`src/verilog/rv_pkg.sv`:
```
`default_nettype none

package rv_pkg;

    localparam int XLEN = 32;

    typedef logic [XLEN-1:0] word_t;
    typedef logic [4:0]      reg_idx_t;

    // Major opcodes kept by the core
    typedef enum logic [6:0] {
        OP     = 7'b0110011,
        OP_IMM = 7'b0010011,
        LUI    = 7'b0110111,
        BRANCH = 7'b1100011,
        JAL    = 7'b1101111,
        SYSTEM = 7'b1110011
    } opcode_e;

    typedef enum logic [2:0] {
        ALU_ADD,
        ALU_SUB,
        ALU_AND,
        ALU_OR,
        ALU_XOR,
        ALU_SLT,
        ALU_PASS_B
    } alu_op_e;

    // ------------------------------
    // Stage payloads
    // ------------------------------
    typedef struct packed {
        logic  valid;
        word_t pc;
        word_t inst;
    } fetch_t;

    typedef struct packed {
        logic     valid;
        word_t    pc;
        alu_op_e  alu_op;
        word_t    op_a;
        word_t    op_b;
        word_t    imm;
        reg_idx_t rd;
        logic     rd_wen;
        logic     is_branch;
        logic     is_bne;
        logic     is_jal;
        logic     is_halt;
        word_t    cmp_b;     // rs2 for branch compares
    } exec_t;

    typedef struct packed {
        logic     valid;
        word_t    pc;
        reg_idx_t rd;
        logic     rd_wen;
        word_t    value;
        logic     halt;
    } retire_t;

    typedef struct packed {
        logic  valid;
        word_t target;
    } redirect_t;

endpackage

`default_nettype wire

```
`src/verilog/fetch_stage.sv`:
```
`timescale 1ns/1ps
`default_nettype none

module fetch_stage #(
    parameter rv_pkg::word_t RESET_PC = '0
) (
    input  logic              clk,
    input  logic              rst_n,
    input  rv_pkg::redirect_t redirect,
    input  logic              halt_req,
    output rv_pkg::word_t     imem_addr,
    output logic              imem_req,
    input  rv_pkg::word_t     inst,
    output rv_pkg::fetch_t    fetch
);
    import rv_pkg::*;

    typedef enum logic [1:0] {
        FETCH_IDLE,
        FETCH_RUN,
        FETCH_HALT    // Held until reset
    } fetch_state_e;

    fetch_state_e state;
    word_t        pc;
    word_t        req_pc;     // Address of the word now returning
    logic         req_valid;

    assign imem_req  = (state == FETCH_RUN);
    assign imem_addr = pc;

    always_ff @(posedge clk) begin
        if (!rst_n) begin
            state     <= FETCH_IDLE;
            pc        <= RESET_PC;
            req_valid <= 1'b0;
        end else begin
            case (state)
                FETCH_IDLE: state <= FETCH_RUN;
                FETCH_RUN:  state <= halt_req ? FETCH_HALT : FETCH_RUN;
                default:    state <= FETCH_HALT;
            endcase
            req_valid <= imem_req && !redirect.valid;  // Drop the fetch behind a redirect
            if (redirect.valid)
                pc <= redirect.target;
            else if (imem_req)
                pc <= pc + word_t'(4);
        end
    end

    always_ff @(posedge clk) begin
        req_pc <= pc;
    end

    assign fetch.valid = req_valid;
    assign fetch.pc    = req_pc;
    assign fetch.inst  = inst;

endmodule

`default_nettype wire

```
`src/verilog/reg_file.sv`:
```
`timescale 1ns/1ps
`default_nettype none

module reg_file (
    input  logic             clk,
    input  logic             rst_n,
    input  rv_pkg::reg_idx_t rs1,
    input  rv_pkg::reg_idx_t rs2,
    output rv_pkg::word_t    rs1_value,
    output rv_pkg::word_t    rs2_value,
    input  logic             wen,
    input  rv_pkg::reg_idx_t rd,
    input  rv_pkg::word_t    rd_value
);
    import rv_pkg::*;

    word_t regs [1:31];   // x0 has no storage

    always_ff @(posedge clk) begin
        if (!rst_n) begin
            for (int i = 1; i < 32; i++)
                regs[i] <= '0;
        end else if (wen && rd != '0) begin
            regs[rd] <= rd_value;
        end
    end

    // Write-through so the value retiring this cycle is seen by decode
    assign rs1_value = (rs1 == '0)              ? '0       :
                       (wen && rd == rs1)       ? rd_value : regs[rs1];
    assign rs2_value = (rs2 == '0)              ? '0       :
                       (wen && rd == rs2)       ? rd_value : regs[rs2];

endmodule

`default_nettype wire

```
`src/verilog/decode_stage.sv`:
```
`timescale 1ns/1ps
`default_nettype none

module decode_stage (
    input  logic              clk,
    input  logic              rst_n,
    input  rv_pkg::fetch_t    fetch,
    input  rv_pkg::redirect_t redirect,
    output rv_pkg::reg_idx_t  rs1,
    output rv_pkg::reg_idx_t  rs2,
    input  rv_pkg::word_t     rs1_value,
    input  rv_pkg::word_t     rs2_value,
    input  rv_pkg::retire_t   ex_bypass,
    input  rv_pkg::retire_t   wb_bypass,
    output rv_pkg::exec_t     exec
);
    import rv_pkg::*;

    localparam word_t    EBREAK_INST = 32'h0010_0073;
    localparam reg_idx_t REG_A0      = 5'd10;

    fetch_t     dec_q;
    exec_t      exec_d;
    opcode_e    opcode;
    logic [2:0] funct3;
    logic [6:0] funct7;
    logic       is_ebreak;
    logic       legal;
    word_t      imm_i;
    word_t      imm_u;
    word_t      imm_b;
    word_t      imm_j;
    word_t      rs1_fwd;
    word_t      rs2_fwd;

    // Execute result first, then the entry heading to writeback, then the register file
    function automatic word_t bypass(reg_idx_t idx, word_t rf_val, retire_t ex_src,
                                     retire_t wb_src);
        word_t val;
        val = rf_val;
        if (idx != '0) begin
            if (ex_src.valid && ex_src.rd_wen && ex_src.rd == idx)
                val = ex_src.value;
            else if (wb_src.valid && wb_src.rd_wen && wb_src.rd == idx)
                val = wb_src.value;
        end
        return val;
    endfunction

    // ------------------------------
    // Decode register
    // ------------------------------
    always_ff @(posedge clk) begin
        dec_q <= fetch;
        if (!rst_n || redirect.valid)
            dec_q.valid <= 1'b0;
    end

    assign opcode    = opcode_e'(dec_q.inst[6:0]);
    assign funct3    = dec_q.inst[14:12];
    assign funct7    = dec_q.inst[31:25];
    assign is_ebreak = (dec_q.inst == EBREAK_INST);

    assign imm_i = {{20{dec_q.inst[31]}}, dec_q.inst[31:20]};
    assign imm_u = {dec_q.inst[31:12], 12'b0};
    assign imm_b = {{20{dec_q.inst[31]}}, dec_q.inst[7], dec_q.inst[30:25],
                    dec_q.inst[11:8], 1'b0};
    assign imm_j = {{12{dec_q.inst[31]}}, dec_q.inst[19:12], dec_q.inst[20],
                    dec_q.inst[30:21], 1'b0};

    assign rs1 = is_ebreak ? REG_A0 : dec_q.inst[19:15];  // a0 rides op_a to retire
    assign rs2 = dec_q.inst[24:20];

    assign rs1_fwd = bypass(rs1, rs1_value, ex_bypass, wb_bypass);
    assign rs2_fwd = bypass(rs2, rs2_value, ex_bypass, wb_bypass);

    always_comb begin
        exec_d        = '0;
        exec_d.pc     = dec_q.pc;
        exec_d.rd     = dec_q.inst[11:7];
        exec_d.op_a   = rs1_fwd;
        exec_d.op_b   = rs2_fwd;
        exec_d.cmp_b  = rs2_fwd;
        exec_d.alu_op = ALU_ADD;
        legal         = 1'b1;
        case (opcode)
            OP: begin
                exec_d.rd_wen = 1'b1;
                case (funct3)
                    3'b000:  exec_d.alu_op = funct7[5] ? ALU_SUB : ALU_ADD;
                    3'b111:  exec_d.alu_op = ALU_AND;
                    3'b110:  exec_d.alu_op = ALU_OR;
                    3'b100:  exec_d.alu_op = ALU_XOR;
                    3'b010:  exec_d.alu_op = ALU_SLT;
                    default: legal = 1'b0;
                endcase
                if (funct7 != 7'b0 && !(funct3 == 3'b000 && funct7 == 7'b0100000))
                    legal = 1'b0;
            end
            OP_IMM: begin
                exec_d.rd_wen = 1'b1;
                exec_d.op_b   = imm_i;
                exec_d.imm    = imm_i;
                legal         = (funct3 == 3'b000);  // ADDI only
            end
            LUI: begin
                exec_d.rd_wen = 1'b1;
                exec_d.alu_op = ALU_PASS_B;
                exec_d.op_b   = imm_u;
                exec_d.imm    = imm_u;
            end
            BRANCH: begin
                exec_d.is_branch = 1'b1;
                exec_d.is_bne    = funct3[0];
                exec_d.imm       = imm_b;
                legal            = (funct3[2:1] == 2'b00);
            end
            JAL: begin
                exec_d.rd_wen = 1'b1;
                exec_d.is_jal = 1'b1;
                exec_d.imm    = imm_j;
            end
            SYSTEM: begin
                exec_d.is_halt = 1'b1;
                exec_d.op_b    = '0;
                legal          = is_ebreak;
            end
            default: legal = 1'b0;   // Unknown encoding turns into a bubble
        endcase
        exec_d.valid = dec_q.valid && legal;
    end

    // ------------------------------
    // Execute register
    // ------------------------------
    always_ff @(posedge clk) begin
        exec <= exec_d;
        if (!rst_n || redirect.valid)
            exec.valid <= 1'b0;
    end

endmodule

`default_nettype wire

```
`src/verilog/execute_stage.sv`:
```
`timescale 1ns/1ps
`default_nettype none

module execute_stage (
    input  logic              clk,
    input  logic              rst_n,
    input  rv_pkg::exec_t     exec,
    output rv_pkg::retire_t   result,
    output rv_pkg::retire_t   ex_bypass,
    output rv_pkg::redirect_t redirect,
    output logic              halt_req
);
    import rv_pkg::*;

    word_t alu_out;
    word_t link_pc;
    logic  equal;
    logic  taken;

    // ------------------------------
    // ALU
    // ------------------------------
    always_comb begin
        case (exec.alu_op)
            ALU_ADD:    alu_out = exec.op_a + exec.op_b;
            ALU_SUB:    alu_out = exec.op_a - exec.op_b;
            ALU_AND:    alu_out = exec.op_a & exec.op_b;
            ALU_OR:     alu_out = exec.op_a | exec.op_b;
            ALU_XOR:    alu_out = exec.op_a ^ exec.op_b;
            ALU_SLT:    alu_out = word_t'($signed(exec.op_a) < $signed(exec.op_b));
            ALU_PASS_B: alu_out = exec.op_b;
            default:    alu_out = '0;
        endcase
    end

    assign link_pc = exec.pc + word_t'(4);

    // Branch and jump resolution
    assign equal = (exec.op_a == exec.cmp_b);
    assign taken = exec.is_branch && (equal ^ exec.is_bne);

    assign redirect.valid  = exec.valid && (taken || exec.is_jal || exec.is_halt);
    assign redirect.target = exec.is_halt ? exec.pc : exec.pc + exec.imm;  // EBREAK parks on itself
    assign halt_req        = exec.valid && exec.is_halt;

    assign ex_bypass.valid  = exec.valid;
    assign ex_bypass.pc     = exec.pc;
    assign ex_bypass.rd     = exec.rd;
    assign ex_bypass.rd_wen = exec.rd_wen;
    assign ex_bypass.value  = exec.is_jal ? link_pc : alu_out;
    assign ex_bypass.halt   = exec.is_halt;

    // ------------------------------
    // Result register toward writeback
    // ------------------------------
    always_ff @(posedge clk) begin
        result <= ex_bypass;
        if (!rst_n) begin
            result.valid <= 1'b0;
            result.halt  <= 1'b0;
        end
    end

endmodule

`default_nettype wire

```
`src/verilog/writeback_stage.sv`:
```
`timescale 1ns/1ps
`default_nettype none

module writeback_stage (
    input  logic             clk,
    input  logic             rst_n,
    input  rv_pkg::retire_t  result,
    output rv_pkg::retire_t  retire,
    output logic             rf_wen,
    output rv_pkg::reg_idx_t rf_rd,
    output rv_pkg::word_t    rf_value
);
    import rv_pkg::*;

    always_ff @(posedge clk) begin
        retire <= result;
        if (!rst_n) begin
            retire.valid <= 1'b0;
            retire.halt  <= 1'b0;
        end
    end

    // Register file write from the retiring entry
    assign rf_wen   = retire.valid && retire.rd_wen;
    assign rf_rd    = retire.rd;
    assign rf_value = retire.value;

endmodule

`default_nettype wire

```
`src/verilog/rv_core.sv`:
```
`timescale 1ns/1ps
`default_nettype none

module rv_core #(
    parameter rv_pkg::word_t RESET_PC = '0
) (
    input  logic            clk,
    input  logic            rst_n,
    output rv_pkg::word_t   imem_addr,
    output logic            imem_req,
    input  rv_pkg::word_t   inst,
    output rv_pkg::retire_t retire
);
    import rv_pkg::*;

    fetch_t    fetch;
    exec_t     exec;
    redirect_t redirect;
    logic      halt_req;
    retire_t   ex_bypass;
    retire_t   wb_entry;      // Result register, entering writeback
    reg_idx_t  rs1;
    reg_idx_t  rs2;
    word_t     rs1_value;
    word_t     rs2_value;
    logic      rf_wen;
    reg_idx_t  rf_rd;
    word_t     rf_value;

    fetch_stage #(
        .RESET_PC (RESET_PC)
    ) fetch_stage_i (
        .clk       (clk),
        .rst_n     (rst_n),
        .redirect  (redirect),
        .halt_req  (halt_req),
        .imem_addr (imem_addr),
        .imem_req  (imem_req),
        .inst      (inst),
        .fetch     (fetch)
    );

    reg_file reg_file_i (
        .clk       (clk),
        .rst_n     (rst_n),
        .rs1       (rs1),
        .rs2       (rs2),
        .rs1_value (rs1_value),
        .rs2_value (rs2_value),
        .wen       (rf_wen),
        .rd        (rf_rd),
        .rd_value  (rf_value)
    );

    decode_stage decode_stage_i (
        .clk       (clk),
        .rst_n     (rst_n),
        .fetch     (fetch),
        .redirect  (redirect),
        .rs1       (rs1),
        .rs2       (rs2),
        .rs1_value (rs1_value),
        .rs2_value (rs2_value),
        .ex_bypass (ex_bypass),
        .wb_bypass (wb_entry),
        .exec      (exec)
    );

    execute_stage execute_stage_i (
        .clk       (clk),
        .rst_n     (rst_n),
        .exec      (exec),
        .result    (wb_entry),
        .ex_bypass (ex_bypass),
        .redirect  (redirect),
        .halt_req  (halt_req)
    );

    writeback_stage writeback_stage_i (
        .clk       (clk),
        .rst_n     (rst_n),
        .result    (wb_entry),
        .retire    (retire),
        .rf_wen    (rf_wen),
        .rf_rd     (rf_rd),
        .rf_value  (rf_value)
    );

endmodule

`default_nettype wire

```
`config.mk`:
```
export PLATFORM = sky130hd
export DESIGN_NAME = rv_core
export DESIGN_NICKNAME = d
export VERILOG_FILES = /design/src/verilog/rv_pkg.sv /design/src/verilog/fetch_stage.sv /design/src/verilog/reg_file.sv /design/src/verilog/decode_stage.sv /design/src/verilog/execute_stage.sv /design/src/verilog/writeback_stage.sv /design/src/verilog/rv_core.sv
export SDC_FILE = /design/constraint.sdc
export NUM_CORES = 2
export LEC_CHECK = 0
export ABC_AREA = 1
export BUFFER_PORTS_ARGS = -buffer_cell sky130_fd_sc_hd__buf_2
export CORE_ASPECT_RATIO = 0.5
export CORE_MARGIN = 4
export CORE_UTILIZATION = 25
export CTS_CLUSTER_SIZE = 30
export DETAILED_ROUTE_END_ITERATION = 12
export HOLD_SLACK_MARGIN = 0.12
export PLACE_DENSITY_LB_ADDON = 0.1
export SLEW_MARGIN = 25
export SYNTH_ARGS = -nofsm -noshare
export SYNTH_HDL_FRONTEND = slang
export SYNTH_SLANG_ARGS = --single-unit
```
`constraint.sdc`:
```
create_clock -name clk -period 7 [get_ports clk]
set_input_delay 0.35 -clock clk [delete_from_list [all_inputs] [get_ports clk]]
set_output_delay 0.35 -clock clk [all_outputs]
set_load 0.05 [all_outputs]
```
==> impl_metrics.py <==
metrics = {
    "clock_tree": {
        "cts_buffers": 166,
        "ctsResizeCount": 0,
        "clock_sinks": 1474,
        "clk_pin_slew_worst_paths_ns": 0.07,
        "htreeDepth": 4,
        "clk_latency_ns": 0.85,
        "clockBufferDepth": 4,
        "cts_root_buffer": "clkbuf_16",
        "cts_tree": "built",
    },
    "global_routing": {
        "grt_util_met3": 0.0609,
        "grt_pass1_wl_um": 568000,
        "grt-busiest-layer": "met1",
        "met2_usage": 0.351,
        "antenna_found_initial": 23,
        "grt_max_degree": 147,
        "grt_pass1_vias": 68300,
        "track_usage": 0.242,
        "grt.met1_usage": 0.356,
        "gr-total-overflow": 0,
    },
    "layout": {
        "drive_gt1_frac": 0.0926,
        "final_common_cell": "nand2_1",
        "num-fill-cells": 34000,
        "syn_to_final_growth_pct": 13.4,
        "final_area_sq_um": 90400,
        "layout.cells.most_common_list": "nand2_1, nor2_1, edfxtp_1",
        "nets": 9918,
    },
    "power": {
        "p_sw_mw": 9.12,
        "netSwitchingFraction": 0.364,
        "power_frac_seq": 0.421,
        "p_per_area_nw_per_um2": 277,
        "leakagePower_nw": 37.0,
        "power_frac_comb": 0.225,
        "ir_worst_vdd_mv": 0.235,
        "pwr-share-clk": 0.354,
        "power.internal_mw": 15.9,
    },
    "timing": {
        "period_needed_ns": 4.81,
        "hold_viol_final": 0,
        "clock.fmax_mhz": 208,
        "slew_headroom": 0.251,
        "fin_worst_skew_ns": 0.0985,
        "setup_violations": 0,
        "max_slew.worst_pin.slew_ns": 1.12,
        "maxSlewViolCount": 0,
        "grt_setup_unrepaired": "no",
        "setup_slack_ns": 2.19,
        "finalSetupTns_ns": 0,
        "period_share": 0.687,
    },
    "routing": {
        "ant_nets": 0,
        "num_vias": 73100,
        "drcViolationCount": 0,
        "drt-initial-drc-count": 8489,
        "via_per_inst": 5.19,
        "wl_per_cell_um": 29.3,
        "firstDrtPassIters": 6,
        "wl_um": 412000,
    },
    "run_status": {
        "status": "completed",
    },
    "place": {
        "globalplace.congestion": 0.896,
        "dp_worst_setup_slack_ns": 2.34,
        "placed_cell_area_sq_um": 84900,
        "port_buffers": 138,
        "dpl.hpwl_um": 271000,
    },
    "synthesis": {
        "syn_inst": 9916,
        "netlist_top_cells_area": "edfxtp_1, dfxtp_1, nand2_1",
        "ys_warn_count": 0,
        "synthesis.area_sq_um": 79700,
        "synthDistinctLibCells": 53,
        "ys_seq_area_frac": 0.499,
        "yosysTopAreaCellShare": 0.386,
        "synth_area_leader_cell": "edfxtp_1",
        "syn_area_per_cell_sq_um": 8.04,
        "synth-seq-cells": 1474,
    },
    "flow_run": {
        "cap_violations": 0,
    },
    "min_path": {
        "hold_path.class": "input pin to flip-flop",
    },
    "setup_path": {
        "crit_top_cell": "buf_4",
        "crit_arrival_ns": 5.46,
        "slowest_delay_ns": 0.78,
        "path_buf_inv": 6,
        "crit_chain": "buf_4 -> buf_4 -> inv_2 -> a211oi_1 -> nand3_2 -> buf_4 -> inv_1 -> buf_4 -> nand2_1 -> nand3_1 -> a21oi_1 -> nand3_1 -> nand2_1",
        "required_ns": 7.65,
        "critPathKind": "flip-flop to flip-flop",
        "path_delay_family": "buffers and inverters",
        "endpoint_kind": "flip-flop",
        "start_kind": "flip-flop",
        "cpMaxStageDelayCell": "nand3_2",
        "cp_max_fo": 31,
    },
    "die": {
        "initial_core_util": 0.251,
        "io_pins": 139,
        "die_w_um": 807,
        "die_y_um": 407,
        "die_area_sq_um": 329000,
        "core_area_sq_um": 317000,
        "rows": 146,
    },
}
-- path summary, 6_finish.rpt --
check	from	end	slack (ns)	cells past startpoint
setup / recovery	decode_stage_i.rs2[4]	decode_stage_i.exec[102]	2.19	13
hold reg to reg	decode_stage_i.dec_q[39]	decode_stage_i.exec[148]	0.32	0
setup reg to reg	decode_stage_i.rs2[4]	decode_stage_i.exec[102]	2.19	13
hold / removal	inst[8]	decode_stage_i.dec_q[8]	0.17	2
-- cell type report --
class	count	area, sq um	area share
flip-flops and latches	1474	39800	0.440
diodes	6	15.0	0.000166
clock inverters	66	582	0.00643
clock buffers	215	4560	0.0504
multi-input cells	6889	34300	0.379
well taps	4218	5280	0.0584
inverters	845	3200	0.0354
repair buffers	364	2720	0.0300
-- registers in the layout, indices dropped and copies added (netlist names) --
register                    flops
decode_stage_i.dec_q           60
fetch_stage_i.imem_addr        32
decode_stage_i.exec           174
decode_stage_i.rs2              5
fetch_stage_i.req_pc           32
writeback_stage_i.rf_value     32
fetch_stage_i.req_valid         1
writeback_stage_i.retire       35
fetch_stage_i.state             2
reg_file_i.regs              1024
execute_stage_i.result         72
writeback_stage_i.rf_rd         5
-- synth_stat cells, drive strengths merged --
cell type	instances
o21a	7
a22oi	109
and3	4
xnor2	41
fa	3
nand3b	9
conb	1
a21o	4
clkbuf	543
buf	196
a221oi	35
nor4	11
nor3	57
or2	224
nor3b	2
a211o	1
a2111oi	1
ha	141
o21bai	11
xor2	38
and2	6
o21ai	584
o31ai	40
a31oi	2
nor2	1498
clkinv	2
inv	843
nand4	127
a21boi	3
nand2	1883
dfxtp	450
a211oi	9
a21oi	682
o22ai	47
o211ai	399
o221ai	2
o2111ai	1
nand3	876
edfxtp	1024
-- power groups by stage --
stage               logic, mW  clock network, mW  registers, mW
floorplan                2.74                  0           10.6
global placement         5.53                  0           10.7
detailed placement       5.50                  0           10.7
CTS                      5.53               9.02           10.5
global route             5.95               9.37           10.6
finish                   5.63               8.86           10.5
-- logic make-up (layout without fill, tap and decap cells) --
| family | Yosys count | after routing | share of synthesized area |
|---|---|---|---|
| DFF | 1474 | 1474 | 0.499 |
| other | 1 | 38 | 0.0000470 |
| buffers and inverters | 1584 | 1490 | 0.0775 |
| adders and majority gates | 144 | 144 | 0.0229 |
| AOI/OAI and AO/OA | 1937 | 1937 | 0.143 |
| xor gates and xnor gates | 79 | 79 | 0.00868 |
| and+or+nand+nor | 4697 | 4697 | 0.249 |
-- layer usage --
| metal | vias to the layer above | part of all wire |
|---|---|---|
| li1 | 33100 | - |
| met1 | 36500 | 0.47 |
| met2 | 2991 | 0.41 |
| met3 | 501 | 0.092 |
| met4 | 8 | 0.026 |
| met5 | - | 0.00012 |
-- timing repair --
item,CTS,global route
hold buffers,40,0
setup endpoints to repair,0,0
endpoints found under the hold margin,59,0
buffers inserted,0,0
-- metrics by stage --
| step | total power, mW | util | cells | hold WS (ns) |
|---|---|---|---|---|
| after floorplan | 13.4 | - | 9947 | 0.310 |
| after global placement | 16.3 | 0.267 | 13700 | 0.310 |
| after detailed placement | 16.2 | 0.268 | 13700 | 0.312 |
| after CTS | 25.1 | 0.285 | 14100 | 0.122 |
| after global routing | 25.9 | 0.285 | 14100 | 0.142 |
| final | 25.0 | 0.285 | 14100 | 0.166 |
Power figures use the tool's default switching activity.
